$ cat src/rtl/display_config.svh
////////////////////
// display build parameters
// digit count, scan timing and register map
////////////////////
`ifndef DISPLAY_CONFIG_SVH
`define DISPLAY_CONFIG_SVH

`define DISP_DIGITS 4
`define DISP_SHOW_TICKS 32 // cycles each digit is lit
`define DISP_BLANK_TICKS 4 // dark gap ahead of every digit

`define DISP_ADDR_VALUE 12'h000
`define DISP_ADDR_DP 12'h004
`define DISP_ADDR_CTRL 12'h008

`endif

$ cat src/rtl/apb_pkg.sv
////////////////////
// apb_pkg
// APB address and data types
////////////////////
package apb_pkg;

	typedef logic [11:0] apb_addr_t; // byte address
	typedef logic [31:0] apb_data_t;

endpackage

$ cat src/rtl/display_pkg.sv
////////////////////
// display_pkg
// display vector types and scan states
////////////////////
`include "display_config.svh"

package display_pkg;

	localparam int DIGIT_BITS = (`DISP_DIGITS > 1) ? $clog2(`DISP_DIGITS) : 1;

	typedef logic [3:0] nybble_t;
	typedef logic [4*`DISP_DIGITS-1:0] value_t; // digit 0 in the low nybble
	typedef logic [`DISP_DIGITS-1:0] dp_t;
	typedef logic [DIGIT_BITS-1:0] digit_index_t;
	typedef logic [7:0] segment_t; // a in bit 0, dp in bit 7, 1 = lit

	typedef enum logic [1:0] {
		scan_off,
		scan_blank,
		scan_show
	} scan_state_t;

endpackage

$ cat src/rtl/display_regs.sv
////////////////////
// display_regs
// APB slave with value, dp and control registers
////////////////////
`timescale 1ns/10ps
`include "display_config.svh"

module display_regs (
	input logic clock,
	input logic reset,
	input apb_pkg::apb_addr_t paddr,
	input logic psel,
	input logic penable,
	input logic pwrite,
	input apb_pkg::apb_data_t pwdata,
	output apb_pkg::apb_data_t prdata,
	output logic pready,
	output logic pslverr,
	output display_pkg::value_t value,
	output display_pkg::dp_t dp,
	output logic enable,
	output logic blank_all
);
	import apb_pkg::*;
	import display_pkg::*;

	logic access;
	logic hit_value;
	logic hit_dp;
	logic hit_ctrl;

	assign access = psel && penable; // access phase, no wait states
	assign hit_value = (paddr == `DISP_ADDR_VALUE);
	assign hit_dp = (paddr == `DISP_ADDR_DP);
	assign hit_ctrl = (paddr == `DISP_ADDR_CTRL);

	assign pready = 1'b1;
	assign pslverr = access && !(hit_value || hit_dp || hit_ctrl);

	always_ff @(posedge clock) begin
		if (reset) begin
			value <= '0;
			dp <= '0;
			enable <= 1'b0;
			blank_all <= 1'b0;
		end else if (access && pwrite) begin
			if (hit_value) begin
				value <= pwdata[$bits(value_t)-1:0];
			end
			if (hit_dp) begin
				dp <= pwdata[$bits(dp_t)-1:0];
			end
			if (hit_ctrl) begin
				enable <= pwdata[0];
				blank_all <= pwdata[1];
			end
		end
	end

	// read mux, unknown addresses read as zero
	always_comb begin
		prdata = '0;
		if (access) begin
			if (hit_value) begin
				prdata = apb_data_t'(value);
			end else if (hit_dp) begin
				prdata = apb_data_t'(dp);
			end else if (hit_ctrl) begin
				prdata = apb_data_t'({blank_all, enable});
			end
		end
	end

	// an error response only ever closes a proper setup/access pair
	a_slverr_in_access: assert property (@(posedge clock) disable iff (reset)
		pslverr |-> psel && penable && $past(psel && !penable));

endmodule

$ cat src/rtl/digit_scanner.sv
////////////////////
// digit_scanner
// blank/show scan FSM and digit index
////////////////////
`timescale 1ns/10ps
`include "display_config.svh"

module digit_scanner (
	input logic clock,
	input logic reset,
	input logic enable,
	output display_pkg::scan_state_t state,
	output display_pkg::digit_index_t digit,
	output logic load
);
	import display_pkg::*;

	localparam int MAX_TICKS = (`DISP_SHOW_TICKS > `DISP_BLANK_TICKS) ?
		`DISP_SHOW_TICKS : `DISP_BLANK_TICKS;
	localparam int COUNT_BITS = (MAX_TICKS > 1) ? $clog2(MAX_TICKS) : 1;

	logic [COUNT_BITS-1:0] count; // cycles left in the current phase

	always_ff @(posedge clock) begin
		if (reset) begin
			state <= scan_off;
			digit <= '0;
			count <= '0;
			load <= 1'b0;
		end else begin
			load <= 1'b0;
			if (!enable) begin
				state <= scan_off;
				digit <= '0;
				count <= '0;
			end else begin
				case (state)
					scan_off: begin
						state <= scan_blank; // scan always starts on digit 0
						digit <= '0;
						count <= COUNT_BITS'(`DISP_BLANK_TICKS - 1);
					end
					scan_blank: begin
						if (count == '0) begin
							state <= scan_show;
							count <= COUNT_BITS'(`DISP_SHOW_TICKS - 1);
							load <= 1'b1; // encoder grabs the digit
						end else begin
							count <= count - 1'b1;
						end
					end
					default: begin
						if (count == '0) begin
							state <= scan_blank;
							count <= COUNT_BITS'(`DISP_BLANK_TICKS - 1);
							if (digit == digit_index_t'(`DISP_DIGITS - 1)) begin
								digit <= '0;
							end else begin
								digit <= digit + 1'b1;
							end
						end else begin
							count <= count - 1'b1;
						end
					end
				endcase
			end
		end
	end

	a_load_in_show: assert property (@(posedge clock) disable iff (reset)
		load |-> state == scan_show && $past(state) == scan_blank);
	a_digit_range: assert property (@(posedge clock) disable iff (reset)
		digit < `DISP_DIGITS);

endmodule

$ cat src/rtl/segment_encoder.sv
////////////////////
// segment_encoder
// digit select and hex font
////////////////////
`timescale 1ns/10ps

module segment_encoder (
	input logic clock,
	input logic reset,
	input display_pkg::value_t value,
	input display_pkg::dp_t dp,
	input display_pkg::digit_index_t digit,
	input logic load,
	output display_pkg::segment_t segments
);
	import display_pkg::*;

	nybble_t nybble;

	// gfedcba, 1 = lit
	function automatic logic [6:0] hex_font(input nybble_t n);
		case (n)
			4'h0: hex_font = 7'h3f;
			4'h1: hex_font = 7'h06;
			4'h2: hex_font = 7'h5b;
			4'h3: hex_font = 7'h4f;
			4'h4: hex_font = 7'h66;
			4'h5: hex_font = 7'h6d;
			4'h6: hex_font = 7'h7d;
			4'h7: hex_font = 7'h07;
			4'h8: hex_font = 7'h7f;
			4'h9: hex_font = 7'h6f;
			4'ha: hex_font = 7'h77;
			4'hb: hex_font = 7'h7c; // lower case b
			4'hc: hex_font = 7'h39;
			4'hd: hex_font = 7'h5e; // lower case d
			4'he: hex_font = 7'h79;
			default: hex_font = 7'h71;
		endcase
	endfunction

	assign nybble = value[4*digit +: 4];

	always_ff @(posedge clock) begin
		if (reset) begin
			segments <= '0;
		end else if (load) begin
			segments <= {dp[digit], hex_font(nybble)}; // held for the whole slot
		end
	end

endmodule

$ cat src/rtl/display_outputs.sv
////////////////////
// display_outputs
// active-low pin registers and frame sync
////////////////////
`timescale 1ns/10ps
`include "display_config.svh"

module display_outputs (
	input logic clock,
	input logic reset,
	input display_pkg::scan_state_t state,
	input display_pkg::digit_index_t digit,
	input display_pkg::segment_t segments,
	input logic blank_all,
	output display_pkg::segment_t cathode,
	output logic [`DISP_DIGITS-1:0] anode,
	output logic frame_sync
);
	import display_pkg::*;

	scan_state_t state_d; // lined up with segments
	digit_index_t digit_d;
	logic lit;
	logic [`DISP_DIGITS-1:0] anode_next;

	assign lit = (state_d == scan_show) && !blank_all;

	always_comb begin
		anode_next = '1;
		if (lit) begin
			anode_next[digit_d] = 1'b0;
		end
	end

	always_ff @(posedge clock) begin
		if (reset) begin
			state_d <= scan_off;
			digit_d <= '0;
			anode <= '1;
			cathode <= '1;
			frame_sync <= 1'b0;
		end else begin
			state_d <= state;
			digit_d <= digit;
			anode <= anode_next;
			cathode <= lit ? ~segments : '1; // dark whenever no digit is driven
			frame_sync <= !anode_next[0] && anode[0]; // digit 0 turning on
		end
	end

	a_one_anode: assert property (@(posedge clock) disable iff (reset)
		$onehot0(~anode));

endmodule

$ cat src/rtl/display_top.sv
////////////////////
// display_top
// APB seven-segment display controller
////////////////////
`timescale 1ns/10ps
`include "display_config.svh"

module display_top (
	input logic clock,
	input logic reset,
	input apb_pkg::apb_addr_t paddr,
	input logic psel,
	input logic penable,
	input logic pwrite,
	input apb_pkg::apb_data_t pwdata,
	output apb_pkg::apb_data_t prdata,
	output logic pready,
	output logic pslverr,
	output display_pkg::segment_t cathode,
	output logic [`DISP_DIGITS-1:0] anode,
	output logic frame_sync
);
	import display_pkg::*;

	value_t value;
	dp_t dp;
	logic enable;
	logic blank_all;
	scan_state_t state;
	digit_index_t digit;
	logic load;
	segment_t segments;

	display_regs regs (.clock(clock), .reset(reset), .paddr(paddr), .psel(psel),
		.penable(penable), .pwrite(pwrite), .pwdata(pwdata), .prdata(prdata),
		.pready(pready), .pslverr(pslverr), .value(value), .dp(dp), .enable(enable),
		.blank_all(blank_all));

	digit_scanner scanner (.clock(clock), .reset(reset), .enable(enable),
		.state(state), .digit(digit), .load(load));

	segment_encoder encoder (.clock(clock), .reset(reset), .value(value), .dp(dp),
		.digit(digit), .load(load), .segments(segments));

	display_outputs outputs (.clock(clock), .reset(reset), .state(state),
		.digit(digit), .segments(segments), .blank_all(blank_all),
		.cathode(cathode), .anode(anode), .frame_sync(frame_sync));

endmodule

$ cat config.mk
export PLATFORM = sky130hd
export DESIGN_NAME = display_top
export DESIGN_NICKNAME = d
export VERILOG_FILES = /design/src/rtl/apb_pkg.sv /design/src/rtl/display_pkg.sv /design/src/rtl/display_regs.sv /design/src/rtl/digit_scanner.sv /design/src/rtl/segment_encoder.sv /design/src/rtl/display_outputs.sv /design/src/rtl/display_top.sv
export VERILOG_INCLUDE_DIRS = /design/src /design/src/rtl
export SDC_FILE = /design/constraint.sdc
export NUM_CORES = 1
export LEC_CHECK = 0
export BUFFER_PORTS_ARGS = -buffer_cell sky130_fd_sc_hd__buf_2
export CORE_ASPECT_RATIO = 2
export CORE_MARGIN = 1
export CORE_UTILIZATION = 46
export DETAILED_ROUTE_END_ITERATION = 10
export PLACE_DENSITY = 0.78
export SETUP_SLACK_MARGIN = 0.1
export SYNTH_ARGS = -nofsm -noshare
export SYNTH_HDL_FRONTEND = slang
export SYNTH_SLANG_ARGS = --single-unit
$ cat constraint.sdc
create_clock -name clock -period 1.9 [get_ports clock]
set_input_delay 0.19 -clock clock [delete_from_list [all_inputs] [get_ports clock]]
set_output_delay 0.19 -clock clock [all_outputs]
set_load 0.005 [all_outputs]
; ---- Word-level counts from Yosys, hierarchy flattened
; Memories as Yosys holds them, arrays and structs flattened. A register that Yosys moved wholly into a read port is not among the register bits.
; Index checks and enable logic that the tools add are counted.
[op_classes]
add_sub_neg = 2
n_lt_le_gt_ge = 3
eq_ne = 6
n_shift = 1
muxes = 19
bitwise_logic = 5
n_reduce_logical = 23
[op_table]
columns = operator, count
row1 = $mux 32, 3
row2 = $shiftx 16x5->4, 1
row3 = $eq 12x3->1 const B, 1
row4 = $eq 12x4->1 const B, 1
row5 = $logic_not 12->1, 1
row6 = $mux 2, 5
row7 = $mux 5, 2
row8 = $pmux 5 s2, 1
row9 = $reduce_and 2->1, 5
row10 = $not 8->8, 1
row11 = $pmux 2 s2, 2
row12 = $logic_and 1x1->1, 6
row13 = $lt 2x3->1 const B, 2
row14 = $logic_not 5->1, 1
row15 = $sub 5x1->5 const B, 1
row16 = $eq 2x2->1 const B, 2
row17 = $mux 1, 4
row18 = $not 4->4, 1
row19 = $reduce_or 2->1, 2
row20 = $logic_not 1->1, 3
row21 = $not 1->1, 3
row22 = $reduce_or 3->1, 1
row23 = $add 2x1->2 const B, 1
row24 = $bmux 1 s2, 1
row25 = other kinds (7), 8
[totals]
register_bits = 57
mem_bits_ro = 112
in_bits = 49
out_inout_bits = 47
wordCells = 75
n_memories = 1
[mem_list]
columns = memory, words, width, read_ports, rd_ports_with_merged_regs, write_ports, line_no
row1 = (no name shown), 16, 7, 1, 1, 0, segment_encoder.sv:22  ; case (n)

; ---- Longest topological paths before layout
[depth]
ltp_word = 8
mapped_depth = 7
depth_no_buf = 6

; ---- Hierarchy
; From an unflattened synthesis, not the netlist that was laid out.
[hier_totals]
hier_cells = 308
hier_area_um2 = 3035.4
[modules_own_cells]
columns = mod, instances, cells_per_inst, area_each_um2, seq_area_each_um2
row1 = display_regs, 1, 156, 1438.9, 440.4
row2 = segment_encoder, 1, 65, 665.6, 160.2
row3 = display_outputs, 1, 37, 479.2, 340.3
row4 = digit_scanner, 1, 50, 451.7, 200.2

; ---- Worst setup path after synthesis
; No wires, ideal clock.
[synth_timing]
path_kind = register -> register
start = register scanner.digit[0]
end = register encoder.segments[0]
setup_time_ps = 133
arrival_time_ps = 1653
required_time_ps = 1767
slack_ps = 114
stages_incl_launch_ff = 8
path_buffers = 1
synth_period_minus_slack_ps = 1786
cell_sequence = dfxtp_1 -> buf_6 -> mux4_2 -> inv_1 -> ha_1 -> nand2_1 -> o31ai_1 -> a21oi_1
[synth_between]
elab_chain_cells = 1
[synth_rtl]
columns = element, line_no
row1 = start: declaration, digit_scanner.sv:13  ; output display_pkg::digit_index_t digit,
row2 = start signal: assignment, digit_scanner.sv:59  ; digit <= digit + 1'b1;
row3 = $shiftx 16x5->4, segment_encoder.sv:42  ; assign nybble = value[4*digit +: 4];
row4 = end: declaration, segment_encoder.sv:14  ; output display_pkg::segment_t segments
; No other way between the ends.
; A chain may end at the register's enable or synchronous reset.

; ---- Final worst setup path
[layout_timing]
start = register scanner.digit[0]
end = register encoder.segments[5]
; The elaborated chain is that of the path after synthesis.

==> reports/qor.csv <==
metric,value,unit
clkLatencyLatePin,0.32,ns
cpMaxStageDelayCell,mux4_2,
r2r-start,scanner.digit[0],
grt_overflow,0,
num_vias,2296,
worstPathMaxFanout,5,
r2r-end,encoder.segments[5],
drc_errors,0,
track_usage,20.0,%
antenna_found_initial,0,
die_area,0.00667,mm2
synth.area.top_cells,"dfxtp_1 (39%), mux2i_1 (9.3%), nand2b_1 (8.6%)",
yosysTopAreaCellShare,39.2,%
hold_path.class,in -> reg,
wl_per_cell,12.9,um
hold_violations,0,
die_w,58.2,um
peakVddDrop,635,uV
place_congestion,0.908,
cts_made_buffers,9,
report.final.slew_viol_count,0,
synth_area_leader_cell,dfxtp_1,
rsz0062_at_grt,yes,
root_buffer,clkbuf_16,
synthArstFlopShare,0,%
first_global_vias,2214,
worstSetupPathType,reg -> reg,
clkTransAtPathRegs,0.05,ns
synth_edf_count,0,
port-buffer-count,62,
reg2reg_depth,6,
cp_data_arrival_time,1.97,ns
yosysSeqAreaShare,39.2,%
netlist-cell-type-count,46,
htree_levels,3,
critPathMaxStageDelay,0.42,ns
rows,40,
ctsHoldBuffers,0,
synth-seq-cells,57,
finalCritPeriodShare,92.9,%
grt_pass1_wl,9.80,mm
max_freq,566,MHz
drt_iter0_markers,62,
core-area,0.00606,mm2
pre_cts_slack,-0.0509,ns
worstHoldPathCells,3,
holdWs,0.123,ns
hp-start,pwdata[8],
dpl.hpwl,4.41,mm
grt_max_degree,50,
io_pins,96,
maxCapViolations,0,
dominantRegCellSynth,dfxtp_1,
worstPathCellList,"mux4_2, ha_1, inv_1, and2_1, o311ai_1, nand2_1",
dr.pass1.iters,4,
synth_area_per_cell,9.44,um2
hold_path_end,regs.value[8],
num_antenna_cells,0,
die_h,114,um
setup.worst_path.end_class,register,
vias_per_cell,4.94,
place_inst,448,
finalClockSkew,0.00453,ns
p_leak,1.51,nW
setup_viol,0,
drive_gt1_share,29.7,%
tns,0,ns
area_growth,25.5,%
start_util,48.0,%
stdcell_count,465,
yosys_warnings,0,
syn_area,0.00291,mm2
power_density,763,mW/mm2
outcome,completed,
reg2reg_slack,0.13,ns
synth_cells,308,
start_kind,register,
final_net_count,436,
critPathRequiredTime,2.10,ns
cts_tree,built,
final.min_clock_period,1.77,ns
clockBufferDepth,2,
drt_wl_total,5.99,mm
antenna_left,0,
clock-sinks,57,
worst_slack,0.134,ns
[power breakdown]
group	internal [W]	switching, W	leakage [nW]
sequential	0.00120	0.0000000113	0.460
combinational	0.0000492	0.0000580	0.908
clock	0.000995	0.000486	0.139
[placed cells by master (no fill, tap or decap), types with 3 or more instances in the layout]
cell type,netlist,routed
buf_2,2,62
dfxtp_1,57,56
nand2b_1,40,40
mux2i_1,27,27
nand2_1,23,23
nor2_1,19,19
conb_1,2,17
and2_1,14,14
buf_4,18,13
a21oi_1,12,12
nor2b_1,12,11
ha_1,10,9
clkbuf_16,0,9
mux4_2,5,5
nor3_1,7,5
inv_1,6,4
nand3b_1,4,4
nand3_1,4,4
nor3_2,1,3
o21ai_0,3,3
clkinv_2,0,3
[final cells by class]
| cell class | count | area [um2] |
|---|---|---|
| clock buffers | 11 | 233 |
| clock inverters | 4 | 45.0 |
| fillers | 536 | 2400 |
| inverters | 6 | 27.5 |
| multi-input cells | 226 | 1660 |
| flip-flops and latches | 57 | 1140 |
| well taps | 84 | 105 |
| repair buffers | 77 | 439 |
[routing by layer]
| layer | track usage [%] | up-vias | routed length [um] |
|---|---|---|---|
| li1 | - | 1152 | - |
| met1 | 18.4 | 1047 | 2150 |
| met2 | 35.9 | 79 | 3350 |
| met3 | 6.33 | 18 | 255 |
| met4 | 13.8 | 0 | 231 |
| met5 | 0 | - | 0 |
[repair_timing]
item / in CTS / in global routing
pin swaps: 0 / 3
endpoints found under the setup margin: 19 / 19
gates resized for setup: 5 / 13
setup buffers: 0 / 2
endpoints found under the hold margin: 0 / 0
[cell usage after synthesis (2+ instances only)]
cell / instances
dfxtp_1: 57
nand2b_1: 40
mux2i_1: 27
nand2_1: 23
nor2_1: 19
buf_4: 18
and2_1: 14
a21oi_1: 12
clkbuf_1: 12
nor2b_1: 12
ha_1: 10
nor3_1: 7
inv_1: 6
mux4_2: 5
nand3_1: 4
nand3b_1: 4
o21ai_0: 3
a22o_1: 2
buf_2: 2
conb_1: 2
nor4_2: 2
nor4b_2: 2
xnor2_1: 2
[kinds of logic (layout without fill, tap and decap cells)]
kind of cell	after synthesis	count (layout)	synth area share [%]
other	2	17	0.258
xor gates and xnor gates	2	2	0.602
DFF	57	57	39.2
buffers and inverters	40	98	8.39
adders and majority gates	10	10	4.30
and+or+nand+nor	137	137	27.7
AOI/OAI and AO/OA	27	27	6.02
muxes	33	33	13.5
[through the flow]
stage                     total power (W)  utilization [%]  area, um2
after global routing              0.00292             60.3       3650
after detailed placement          0.00132             54.1       3280
final                             0.00279             60.3       3650
after floorplan                   0.00130                -       2970
after CTS                         0.00284             59.1       3580
after global placement            0.00132             54.1       3280
[state kept, by name, summed over array words and instances (netlist names)]
| register | count |
|---|---|
| outputs.anode | 4 |
| outputs.cathode | 8 |
| regs.dp | 4 |
| regs.value | 16 |
| outputs.digit_d | 2 |
| regs.enable | 1 |
| scanner.count | 5 |
| scanner.state | 2 |
| regs.blank_all | 1 |
| scanner.digit | 2 |
| scanner.load | 1 |
| outputs.frame_sync | 1 |
| outputs.state_d | 2 |
| encoder.segments | 8 |
[critical path, delay by kind of cell, from the launching register on]
| family | cells | cell delay, ns |
|---|---|---|
| AO/OA/AOI/OAI | 1 | 0.34 |
| buffers and inverters | 1 | 0.07 |
| multiplexers | 1 | 0.42 |
| AND/OR/NAND/NOR | 2 | 0.24 |
| flip-flops | 1 | 0.37 |
| adder cells (fa/ha/maj) | 1 | 0.22 |
[worst max path at each step]
stage / from / end / slack [ns] / depth (start not counted)
2_1_floorplan: scanner.digit[0] / encoder.segments[0] / 0.11 / 7
5_1_grt: scanner.digit[0] / encoder.segments[3] / 0.03 / 6
4_1_cts: scanner.digit[0] / encoder.segments[0] / 0.13 / 6
3_5_place_dp: scanner.digit[0] / encoder.segments[3] / -0.05 / 5
6_report: scanner.digit[0] / encoder.segments[5] / 0.13 / 6
3_3_place_gp: scanner.digit[0] / encoder.segments[3] / 0.01 / 5
(Power assumes the default switching activity.)
